===== src/source/jtag_pkg.sv =====
// jtag tap package with state encoding, opcodes and identification word layout.
package jtag_pkg;

	// --------------------
	// tap state encoding with reset at zero.
	typedef enum logic [3:0] {
		TEST_LOGIC_RESET = 4'd0,
		RUN_TEST_IDLE    = 4'd1,
		SELECT_DR_SCAN   = 4'd2,
		CAPTURE_DR       = 4'd3,
		SHIFT_DR         = 4'd4,
		EXIT1_DR         = 4'd5,
		PAUSE_DR         = 4'd6,
		EXIT2_DR         = 4'd7,
		UPDATE_DR        = 4'd8,
		SELECT_IR_SCAN   = 4'd9,
		CAPTURE_IR       = 4'd10,
		SHIFT_IR         = 4'd11,
		EXIT1_IR         = 4'd12,
		PAUSE_IR         = 4'd13,
		EXIT2_IR         = 4'd14,
		UPDATE_IR        = 4'd15
	} tap_state_e;

	// --------------------
	localparam int IR_WIDTH = 4;

	// any code not listed selects bypass.
	typedef enum logic [IR_WIDTH-1:0] {
		INSTR_IDCODE    = 4'b0001,
		INSTR_USER_DATA = 4'b0010,
		INSTR_BYPASS    = 4'b1111
	} instr_e;

	localparam logic [IR_WIDTH-1:0] IR_CAPTURE = 4'b0101; // lsbs 01 per standard.

	// --------------------
	typedef struct packed {
		logic [3:0]  version;
		logic [15:0] part_number;
		logic [10:0] manufacturer;
		logic        marker; // always 1.
	} idcode_fields_t;

	typedef union packed {
		logic [31:0]    raw;
		idcode_fields_t fields;
	} idcode_u;

endpackage


===== src/source/tap_controller.sv =====
// tap controller, sixteen-state fsm on tck steered by tms with decoded strobes.
`timescale 1ns/1ps

module tap_controller (
	input  logic                 TCK,
	input  logic                 rst,
	input  logic                 tms,
	output jtag_pkg::tap_state_e tap_state,
	output logic                 capture_dr,
	output logic                 shift_dr,
	output logic                 update_dr,
	output logic                 capture_ir,
	output logic                 shift_ir,
	output logic                 update_ir,
	output logic                 in_reset
);

	jtag_pkg::tap_state_e state;
	jtag_pkg::tap_state_e next_state;

	// --------------------
	always_ff @(posedge TCK) begin
		if (rst)
			state <= jtag_pkg::TEST_LOGIC_RESET;
		else
			state <= next_state;
	end

	// --------------------
	// standard transition table.
	always_comb begin
		next_state = jtag_pkg::TEST_LOGIC_RESET;
		case (state)
			jtag_pkg::TEST_LOGIC_RESET:
				next_state = tms ? jtag_pkg::TEST_LOGIC_RESET : jtag_pkg::RUN_TEST_IDLE;
			jtag_pkg::RUN_TEST_IDLE:
				next_state = tms ? jtag_pkg::SELECT_DR_SCAN : jtag_pkg::RUN_TEST_IDLE;
			jtag_pkg::SELECT_DR_SCAN:
				next_state = tms ? jtag_pkg::SELECT_IR_SCAN : jtag_pkg::CAPTURE_DR;
			jtag_pkg::CAPTURE_DR:
				next_state = tms ? jtag_pkg::EXIT1_DR : jtag_pkg::SHIFT_DR;
			jtag_pkg::SHIFT_DR:
				next_state = tms ? jtag_pkg::EXIT1_DR : jtag_pkg::SHIFT_DR;
			jtag_pkg::EXIT1_DR:
				next_state = tms ? jtag_pkg::UPDATE_DR : jtag_pkg::PAUSE_DR;
			jtag_pkg::PAUSE_DR:
				next_state = tms ? jtag_pkg::EXIT2_DR : jtag_pkg::PAUSE_DR;
			jtag_pkg::EXIT2_DR:
				next_state = tms ? jtag_pkg::UPDATE_DR : jtag_pkg::SHIFT_DR;
			jtag_pkg::UPDATE_DR:
				next_state = tms ? jtag_pkg::SELECT_DR_SCAN : jtag_pkg::RUN_TEST_IDLE;
			jtag_pkg::SELECT_IR_SCAN:
				next_state = tms ? jtag_pkg::TEST_LOGIC_RESET : jtag_pkg::CAPTURE_IR;
			jtag_pkg::CAPTURE_IR:
				next_state = tms ? jtag_pkg::EXIT1_IR : jtag_pkg::SHIFT_IR;
			jtag_pkg::SHIFT_IR:
				next_state = tms ? jtag_pkg::EXIT1_IR : jtag_pkg::SHIFT_IR;
			jtag_pkg::EXIT1_IR:
				next_state = tms ? jtag_pkg::UPDATE_IR : jtag_pkg::PAUSE_IR;
			jtag_pkg::PAUSE_IR:
				next_state = tms ? jtag_pkg::EXIT2_IR : jtag_pkg::PAUSE_IR;
			jtag_pkg::EXIT2_IR:
				next_state = tms ? jtag_pkg::UPDATE_IR : jtag_pkg::SHIFT_IR;
			jtag_pkg::UPDATE_IR:
				next_state = tms ? jtag_pkg::SELECT_DR_SCAN : jtag_pkg::RUN_TEST_IDLE;
			default:
				next_state = jtag_pkg::TEST_LOGIC_RESET;
		endcase
	end

	// --------------------
	// moore strobes from the registered state.
	assign tap_state  = state;
	assign capture_dr = (state == jtag_pkg::CAPTURE_DR);
	assign shift_dr   = (state == jtag_pkg::SHIFT_DR);
	assign update_dr  = (state == jtag_pkg::UPDATE_DR);
	assign capture_ir = (state == jtag_pkg::CAPTURE_IR);
	assign shift_ir   = (state == jtag_pkg::SHIFT_IR);
	assign update_ir  = (state == jtag_pkg::UPDATE_IR);
	assign in_reset   = (state == jtag_pkg::TEST_LOGIC_RESET);

endmodule


===== src/source/instruction_register.sv =====
// instruction register with capture pattern, shift stage and latched instruction.
`timescale 1ns/1ps

module instruction_register (
	input  logic             TCK,
	input  logic             rst,
	input  logic             tdi,
	input  logic             in_reset,
	input  logic             capture_ir,
	input  logic             shift_ir,
	input  logic             update_ir,
	output jtag_pkg::instr_e instruction,
	output logic             ir_tdo,
	output logic             ir_shift
);

	logic [jtag_pkg::IR_WIDTH-1:0] ir_chain;
	jtag_pkg::instr_e              ir_latch;

	// --------------------
	// shift stage, lsb first toward tdo.
	always_ff @(posedge TCK) begin
		if (capture_ir)
			ir_chain <= jtag_pkg::IR_CAPTURE;
		else if (shift_ir)
			ir_chain <= {tdi, ir_chain[jtag_pkg::IR_WIDTH-1:1]};
	end

	// --------------------
	// current instruction, idcode out of reset.
	always_ff @(posedge TCK) begin
		if (rst || in_reset)
			ir_latch <= jtag_pkg::INSTR_IDCODE;
		else if (update_ir)
			ir_latch <= jtag_pkg::instr_e'(ir_chain);
	end

	assign instruction = ir_latch;
	assign ir_tdo      = ir_chain[0];
	assign ir_shift    = shift_ir; // lets the data path pick the ir chain.

endmodule


===== src/source/data_path.sv =====
// jtag data registers: bypass, idcode and user chains with falling-edge tdo.
`timescale 1ns/1ps

module data_path #(
	parameter jtag_pkg::idcode_u IDCODE_VALUE = 32'h1B36_E0C3,
	parameter int                USER_WIDTH   = 8
) (
	input  logic                  TCK,
	input  logic                  rst,
	input  logic                  tdi,
	input  logic                  capture_dr,
	input  logic                  shift_dr,
	input  logic                  update_dr,
	input  logic                  ir_tdo,
	input  logic                  ir_shift,
	input  jtag_pkg::instr_e      instruction,
	output logic                  tdo,
	output logic                  tdo_en,
	output logic                  user_update,
	output logic [USER_WIDTH-1:0] user_data
);

	logic                  bypass_chain;
	logic [31:0]           id_chain;
	logic [USER_WIDTH-1:0] user_chain;
	logic                  sel_idcode;
	logic                  sel_user;
	logic                  dr_tdo;

	assign sel_idcode = (instruction == jtag_pkg::INSTR_IDCODE);
	assign sel_user   = (instruction == jtag_pkg::INSTR_USER_DATA);

	// --------------------
	// scan chains, only the selected one moves.
	always_ff @(posedge TCK) begin
		if (!sel_idcode && !sel_user) begin
			if (capture_dr)
				bypass_chain <= 1'b0;
			else if (shift_dr)
				bypass_chain <= tdi;
		end
	end

	always_ff @(posedge TCK) begin
		if (sel_idcode) begin
			if (capture_dr)
				id_chain <= IDCODE_VALUE.raw;
			else if (shift_dr)
				id_chain <= {tdi, id_chain[31:1]};
		end
	end

	always_ff @(posedge TCK) begin
		if (sel_user) begin
			if (capture_dr)
				user_chain <= user_data; // read back last write.
			else if (shift_dr)
				user_chain <= {tdi, user_chain[USER_WIDTH-1:1]};
		end
	end

	// --------------------
	// parallel user register.
	always_ff @(posedge TCK) begin
		if (rst)
			user_data <= '0;
		else if (user_update)
			user_data <= user_chain;
	end

	assign user_update = update_dr && sel_user;

	// --------------------
	always_comb begin
		if (sel_idcode)
			dr_tdo = id_chain[0];
		else if (sel_user)
			dr_tdo = user_chain[0];
		else
			dr_tdo = bypass_chain;
	end

	// tdo changes on the falling edge, held low outside shift.
	always_ff @(negedge TCK) begin
		if (rst) begin
			tdo    <= 1'b0;
			tdo_en <= 1'b0;
		end else begin
			tdo_en <= ir_shift || shift_dr;
			if (ir_shift)
				tdo <= ir_tdo;
			else if (shift_dr)
				tdo <= dr_tdo;
			else
				tdo <= 1'b0;
		end
	end

endmodule


===== src/source/jtag_tap.sv =====
// jtag test access port top, controller plus instruction and data registers.
`timescale 1ns/1ps

module jtag_tap #(
	parameter jtag_pkg::idcode_u IDCODE_VALUE = 32'h1B36_E0C3,
	parameter int                USER_WIDTH   = 8
) (
	input  logic                  TCK,
	input  logic                  rst,
	input  logic                  tms,
	input  logic                  tdi,
	output logic                  tdo,
	output logic                  tdo_en,
	output logic                  user_update,
	output jtag_pkg::tap_state_e  tap_state,
	output jtag_pkg::instr_e      instruction,
	output logic [USER_WIDTH-1:0] user_data
);

	logic capture_dr;
	logic shift_dr;
	logic update_dr;
	logic capture_ir;
	logic shift_ir;
	logic update_ir;
	logic in_reset;
	logic ir_tdo;
	logic ir_shift;

	// --------------------
	tap_controller u_tap_controller (
		.TCK        (TCK),
		.rst        (rst),
		.tms        (tms),
		.tap_state  (tap_state),
		.capture_dr (capture_dr),
		.shift_dr   (shift_dr),
		.update_dr  (update_dr),
		.capture_ir (capture_ir),
		.shift_ir   (shift_ir),
		.update_ir  (update_ir),
		.in_reset   (in_reset)
	);

	instruction_register u_instruction_register (
		.TCK         (TCK),
		.rst         (rst),
		.tdi         (tdi),
		.in_reset    (in_reset),
		.capture_ir  (capture_ir),
		.shift_ir    (shift_ir),
		.update_ir   (update_ir),
		.instruction (instruction),
		.ir_tdo      (ir_tdo),
		.ir_shift    (ir_shift)
	);

	data_path #(
		.IDCODE_VALUE (IDCODE_VALUE),
		.USER_WIDTH   (USER_WIDTH)
	) u_data_path (
		.TCK         (TCK),
		.rst         (rst),
		.tdi         (tdi),
		.capture_dr  (capture_dr),
		.shift_dr    (shift_dr),
		.update_dr   (update_dr),
		.ir_tdo      (ir_tdo),
		.ir_shift    (ir_shift),
		.instruction (instruction),
		.tdo         (tdo),
		.tdo_en      (tdo_en),
		.user_update (user_update),
		.user_data   (user_data)
	);

endmodule


===== config.mk =====
export PLATFORM = sky130hd
export DESIGN_NAME = jtag_tap
export DESIGN_NICKNAME = d
export VERILOG_FILES = /design/src/source/jtag_pkg.sv /design/src/source/tap_controller.sv /design/src/source/instruction_register.sv /design/src/source/data_path.sv /design/src/source/jtag_tap.sv
export SDC_FILE = /design/constraint.sdc
export NUM_CORES = 1
export LEC_CHECK = 0
export ABC_AREA = 1
export BUFFER_PORTS_ARGS = -buffer_cell sky130_fd_sc_hd__buf_2
export CORE_MARGIN = 1
export CORE_UTILIZATION = 35
export DETAILED_ROUTE_END_ITERATION = 6
export HOLD_SLACK_MARGIN = 0.15
export SETUP_SLACK_MARGIN = 0.05
export SYNTH_ARGS = -nofsm -noshare
export SYNTH_HDL_FRONTEND = slang
export SYNTH_HIERARCHICAL = 1
export SYNTH_SLANG_ARGS = --single-unit

===== constraint.sdc =====
create_clock -name TCK -period 3.34 [get_ports TCK]
set_input_delay 0.334 -clock TCK [delete_from_list [all_inputs] [get_ports TCK]]
set_output_delay 0.334 -clock TCK [all_outputs]
set_load 0.01 [all_outputs]

; ---- After elaboration in Yosys (flattened, before gate mapping)
; Index checks and enable logic that the tools add are counted.
[classes]
add_sub_neg = 0
mul = 0
div = 0
order_cmp = 0
eq_ne = 17
n_shift = 0
mux = 21
bitwise = 0
n_reduce_logical = 14
[op_table]
columns = cell, count
row1 = one-hot mux 4 bit (12 select lines), 1
row2 = == test 4 bit (second input constant), 8
row3 = 2-to-1 mux 32 bit, 1
row4 = == test 4 x 3 -> 1 bit (second input constant), 4
row5 = 2-to-1 mux 4 bit, 4
row6 = 2-to-1 mux 8 bit, 2
row7 = == test 4 x 2 -> 1 bit (second input constant), 3
row8 = == test 4 x 1 -> 1 bit (second input constant), 2
row9 = 2-to-1 mux 1 bit, 8
row10 = 2-to-1 mux 2 bit, 3
row11 = 2-to-1 mux 3 bit, 2
row12 = AND reduction 2 bit, 3
row13 = zero test 4 bit, 1
row14 = OR reduction 2 bit, 2
row15 = OR reduction 3 bit, 1
row16 = logical AND 1 bit, 2
row17 = zero test 1 bit, 2
row18 = logical OR 1 bit, 2
row19 = nonzero test 2 bit, 1
[word_totals]
regBits = 63
latchBits = 0
ramBits = 0
rom_bits = 0
inputBits = 4
out_inout_bits = 19
n_memories = 0

; ---- Depth between registers and ports, before layout
; Gate-level depths: netlist of run 1.
[depth]
word_depth = 5
mapped_depth = 10

; ---- Modules after synthesis
; Netlist of run 1, hierarchy kept.
[modules_own_cells]
columns = mod, instances, cells_per_inst, area_each_um2, seq_area_each_um2
row1 = data_path, 1, 177, 2008.2, 1431.4
row2 = tap_controller, 1, 74, 381.6, 80.1
row3 = instruction_register, 1, 47, 324.1, 160.2

==> results.sh, run 1 <==
export IMPL_num_vias=1912
export IMPL_final_antenna_net_count=0
export IMPL_irDropWorstVdd_v=0.000302
export IMPL_wl_met2_um=2180
export IMPL_synth_distinct_cells=25
export IMPL_worstSetupPathType="reg2reg"
export IMPL_avgSynthCellArea_um2=9.11
export IMPL_wl_met1_um=2310
export IMPL_fin_cells=429
export IMPL_numCtsBuffers=9
export IMPL_min_from="rst"
export IMPL_layout_drive_gt1_share_pct=19.4
export IMPL_cp_start_kind="flip-flop"
export IMPL_cts_tree="yes"
export IMPL_placed_cells=412
export IMPL_htreeDepth=3
export IMPL_seq_area_frac_synth_pct=61.6
export IMPL_final_core_util_pct=41.8
export IMPL_tightest_slew_ns=0.760
export IMPL_r2r_end="u_data_path/tdo"
export IMPL_cts_sinks=63
export IMPL_cap_violations=0
export IMPL_p_per_area_nw_per_um2=462
export IMPL_overflow=0
export IMPL_num_nets_final=329
export IMPL_antenna_cells=0
export IMPL_rsz0062_at_grt="no"
export IMPL_status="complete, no violations"
export IMPL_path_clk_slew_ns=0.07
export IMPL_hpwl_um=3140
export IMPL_p_total_mw=1.42
export IMPL_root_buffer="clkbuf_8"
export IMPL_skew_ns=0.0452
export IMPL_cp_end_kind="flip-flop"
export IMPL_yosysWarnings=6
export IMPL_hold_violations=0
export IMPL_ctsResizeCount=0
export IMPL_die_area_um2=8110
export IMPL_r2r_slack_ns=0.45
export IMPL_reg2reg_from="u_tap_controller/tap_state[0]"
export IMPL_grtUsageTotal_pct=13.0
export IMPL_grt_pass1_wl_um=8270
export IMPL_finalSetupTns_ns=0
export IMPL_top_layer_used="met4"
export IMPL_grt_max_degree=35
export IMPL_syn_to_final_growth_pct=13.4
export IMPL_drc=0
export IMPL_hold_path_class="in2reg"
export IMPL_grt_pass1_vias=1810
export IMPL_critPathMaxFanout=10
export IMPL_ios=23
export IMPL_drt_iter0_drc=89
export IMPL_relSlewSlack_pct=49.1
export IMPL_synth_seq_cells=63
export IMPL_cts_hold_buf=0
export IMPL_firstDrtPassIters=4
export IMPL_rows=31
export IMPL_numPortBuffers=22
export IMPL_synthCells=298
export IMPL_slew_violations=0
export IMPL_core_um2=7370
export IMPL_die_h_um=90.1
export IMPL_place_gp_congestion=0.839
export IMPL_setup_viol=0
export IMPL_worstPathRequired_ns=1.92
export IMPL_start_util_pct=36.8
export IMPL_whs_endpoint="u_data_path/user_data[4]"
export IMPL_routed_via_density=4.46
export IMPL_wl_met3_um=144
export IMPL_antenna_found_initial=0
export IMPL_leakagePower_nw=1.37
export IMPL_clock_latency_ns=0.36
export IMPL_syn_nets=302
export IMPL_syn_area_um2=2710
export IMPL_cts_setup_buffers=0
export IMPL_die_x_um=90.1
export IMPL_r2r_cells=5
export IMPL_wirelength_um=4670
export IMPL_critPathArrivalTime_ns=1.47
export IMPL_clock_path_buffers=2
export IMPL_holdPathStages=2
export IMPL_wire_per_inst_um=10.9
area by class of cell:
class                   instances  area, um^2
well taps                      99         124
clock buffers                  12         145
inverters                      53         199
multi-input cells             171         777
clock inverters                 6        28.8
fillers                       760        4290
repair buffers                 25         133
flip-flops and latches         63        1670
routing by layer:
layer	up-vias	GRT usage, %
met5	-	0
met3	4	4.06
met1	892	16.7
met4	0	5.65
met2	32	20.0
li1	984	-
placed cells by master, fill, tap and decap left out, types with 3 or more instances in the layout:
cell type	instances
clkbuf_8	10
nor2_1	45
buf_2	22
o21ai_0	16
nand2_1	57
inv_1	54
a21oi_1	11
or2_2	15
nor2_2	5
dfxtp_1	22
buf_4	3
nand3_1	12
edfxtp_1	41
state kept, by name (all words and copies together), names as in the netlist:
| name | flops |
|---|---|
| u_data_path/id_chain | 32 |
| u_data_path/user_chain | 8 |
| u_data_path/user_data | 8 |
| u_instruction_register/instruction | 4 |
| u_instruction_register/ir_chain | 4 |
| u_tap_controller/tap_state | 4 |
| u_data_path/bypass_chain | 1 |
| u_data_path/tdo | 1 |
| u_data_path/tdo_en | 1 |
logic make-up after synthesis:
family / count (synthesis) / share of synthesized area, %
flip-flops: 63 / 61.6
AO/OA/AOI/OAI: 33 / 6.46
buffers and inverters: 64 / 9.87
AND/OR/NAND/NOR: 138 / 22.1
critical path, stage by stage (launching register included):
cell and delay [ns]:
dfxtp_1 0.55, nand2_1 0.16, nor2_1 0.15, inv_1 0.06
o21ai_0 0.15, a21oi_1 0.06
report_power, final:
part,switching (mW),internal [mW],leakage [nW]
combinational,0.0182,0.00895,0.723
sequential,0.00334,0.824,0.546
clock,0.279,0.289,0.0971
how the worst max path moves through the flow:
stage | slack, ns | to | start
after global routing | 0.32 | u_data_path/tdo | u_tap_controller/tap_state[3]
final | 0.45 | u_data_path/tdo | u_tap_controller/tap_state[0]
after CTS | 0.45 | u_data_path/tdo | u_tap_controller/tap_state[3]
after floorplan | 0.19 | u_data_path/tdo | u_tap_controller/tap_state[3]
after detailed placement | 0.44 | u_data_path/tdo | u_tap_controller/tap_state[3]
after global placement | 0.50 | u_data_path/tdo | u_tap_controller/tap_state[0]
through the flow:
step	cell area (um^2)	worst slack, ns	hold WS [ns]
2_1_floorplan	2710	0.185	0.403
3_3_place_gp	2910	0.500	0.444
3_5_place_dp	2910	0.436	0.451
4_1_cts	3080	0.450	0.297
5_1_grt	3080	0.323	0.301
6_report	3080	0.448	0.322
cells in the mapped netlist (all sizes together):
cell | count | area share, %
nand3 | 12 | 2.2
o21a | 1 | 0.28
o21bai | 1 | 0.28
or2 | 15 | 3.5
dfxtp | 22 | 16
inv | 54 | 7.5
edfxtp | 41 | 45
buf | 7 | 1.9
nor2 | 51 | 7.7
a21oi | 11 | 2.0
a31oi | 1 | 0.23
o21ai | 19 | 3.6
nor3 | 1 | 0.18
clkbuf | 3 | 0.46
nand2 | 59 | 8.5
Note: power is estimated with default switching activity, not from simulation.
==> inputs of run 2 (changes only) <==
BUFFER_PORTS_ARGS = -buffer_cell sky130_fd_sc_hd__clkbuf_2   (was -buffer_cell sky130_fd_sc_hd__buf_2)
PLACE_DENSITY = 0.52   (was not set)
SLEW_MARGIN = 40   (was not set)
==> results.sh, run 2 (same netlist as run 1, synthesis figures left out) <==
export IMPL_fin_cells=430
export IMPL_critPathMaxFanout=5
export IMPL_drc=0
export IMPL_root_buffer="clkbuf_8"
export IMPL_core_um2=7370
export IMPL_clock_latency_ns=0.37
export IMPL_cpMostUsedCell="inv_1"
export IMPL_final_antenna_net_count=0
export IMPL_cts_sinks=63
export IMPL_post_dp_cell_area_um2=2920
export IMPL_drt_iter0_drc=69
export IMPL_placed_cells=413
export IMPL_relSlewSlack_pct=55.2
export IMPL_num_vias=1898
export IMPL_cts_tree="yes"
export IMPL_startpoint="u_tap_controller/tap_state[3]"
export IMPL_final_core_util_pct=42.1
export IMPL_overflow=0
export IMPL_placement_setup_worst_slack_ns=0.467
export IMPL_path_cells="inv_1 -> nor2_2 -> inv_1 -> nor2_1 -> inv_1 -> o21ai_0 -> a21oi_1"
export IMPL_hold_path_class="in2reg"
export IMPL_n_fill_cell=759
export IMPL_final_cell_mix="nand2_1, inv_1, nor2_1, edfxtp_1"
export IMPL_wirelength_um=4900
export IMPL_num_nets_final=330
export IMPL_hold_violations=0
export IMPL_place_gp_congestion=0.931
export IMPL_critPathSlowestCell="dfxtp_1"
export IMPL_cts_setup_buffers=0
export IMPL_skew_ns=0.0385
export IMPL_slew_violations=0
export IMPL_critPathMaxStageDelay_ns=0.39
export IMPL_ios=23
export IMPL_syn_to_final_growth_pct=14.2
export IMPL_final_common_cell="nand2_1"
export IMPL_grt_pass1_vias=1779
export IMPL_seq_area_um2=1670
export IMPL_cp_start_kind="flip-flop"
export IMPL_numPortBuffers=22
export IMPL_cp_end_kind="flip-flop"
export IMPL_htreeDepth=3
export IMPL_worstPathRequired_ns=1.92
export IMPL_multi_input_area_um2=777
export IMPL_numCtsBuffers=9
export IMPL_r2r_slack_ns=0.47
export IMPL_irDropWorstVdd_v=0.000192
export IMPL_grt_max_degree=35
export IMPL_ctsResizeCount=0
export IMPL_r2r_cells=7
export IMPL_setup_viol=0
export IMPL_cp_endpoint="u_data_path/tdo"
export IMPL_grtUsageTotal_pct=13.5
export IMPL_die_x_um=90.1
export IMPL_routed_via_density=4.41
export IMPL_worst_path_buf_inv=3
export IMPL_antenna_cells=0
export IMPL_antenna_found_initial=0
export IMPL_critPathArrivalTime_ns=1.45
export IMPL_largest_register_ffs=32
export IMPL_p_total_mw=1.47
export IMPL_clock_path_buffers=2
export IMPL_layout_drive_gt1_share_pct=19.6
export IMPL_critical_path_top_delay_family="flip-flops"
export IMPL_cap_violations=0
export IMPL_die_h_um=90.1
export IMPL_layout_setup_ws_ns=0.469
export IMPL_tightest_slew_ns=0.670
export IMPL_hpwl_um=3240
export IMPL_whs_ns=0.323
export IMPL_path_depth=7
export IMPL_r2r_end="u_data_path/tdo"
export IMPL_final_area_um2=3100
export IMPL_reg2reg_from="u_tap_controller/tap_state[3]"
export IMPL_die_area_um2=8110
export IMPL_p_per_area_nw_per_um2=473
export IMPL_cts_hold_buf=0
export IMPL_finalSetupTns_ns=0
export IMPL_start_util_pct=36.8
export IMPL_path_clk_slew_ns=0.08
export IMPL_grt_pass1_wl_um=8410
export IMPL_wire_per_inst_um=11.4
export IMPL_reg_top3="u_data_path/id_chain (32), u_data_path/user_chain (8), u_data_path/user_data (8)"
export IMPL_firstDrtPassIters=4
export IMPL_worstSetupPathType="reg2reg"
export IMPL_status="complete, no violations"
export IMPL_rsz0062_at_grt="no"
export IMPL_rows=31
export IMPL_largest_register="u_data_path/id_chain"
export IMPL_leakagePower_nw=1.36
==> run 2: changes by cell type in the layout (fill, tap and decap cells not counted) <==
cell | previous run | this run
buf_2 | 22 | 0
buf_4 | 3 | 4
clkbuf_1 | 2 | 0
clkbuf_16 | 0 | 1
clkbuf_2 | 0 | 22
clkbuf_8 | 10 | 9
clkinv_1 | 0 | 2
clkinvlp_4 | 1 | 2
inv_2 | 2 | 1
==> run 2: how the worst min path moves through the flow <==
stage,from,to,slack (ns),cells after the start
floorplan,rst,u_data_path/user_data[4],0.40,1
global placement,u_instruction_register/ir_chain[2],u_instruction_register/ir_chain[2],0.45,2
detailed placement,u_instruction_register/ir_chain[2],u_instruction_register/ir_chain[2],0.46,2
CTS,tdi,u_instruction_register/ir_chain[3],0.31,5
global route,tdi,u_instruction_register/ir_chain[3],0.35,5
finish,tdi,u_instruction_register/ir_chain[3],0.32,5
==> run 2: power by group <==
| part | switching [mW] | internal (mW) |
|---|---|---|
| logic | 0.0188 | 0.00968 |
| clock network | 0.300 | 0.309 |
| registers | 0.00313 | 0.824 |
==> run 2: area by class of cell <==
class / count / area share, %
clock buffers: 10 / 4.80
clock inverters: 8 / 1.29
inverters: 53 / 6.42
multi-input cells: 171 / 25.1
flip-flops and latches: 63 / 53.9
well taps: 99 / 4.00
repair buffers: 26 / 4.52
==> run 2: routing by layer <==
layer,vias up,part of all wire (%),global-route usage [%]
li1,987,-,-
met1,860,52,18.9
met2,41,42,18.5
met3,10,3.7,3.05
met4,0,2.1,8.87
met5,-,0,0
==> run 2: tightest hold or removal path, cell delays in order <==
cell and delay (ns):
clkbuf_2 0.09, inv_1 0.06, nand2_1 0.05, nand2_1 0.05, nor2_1 0.03
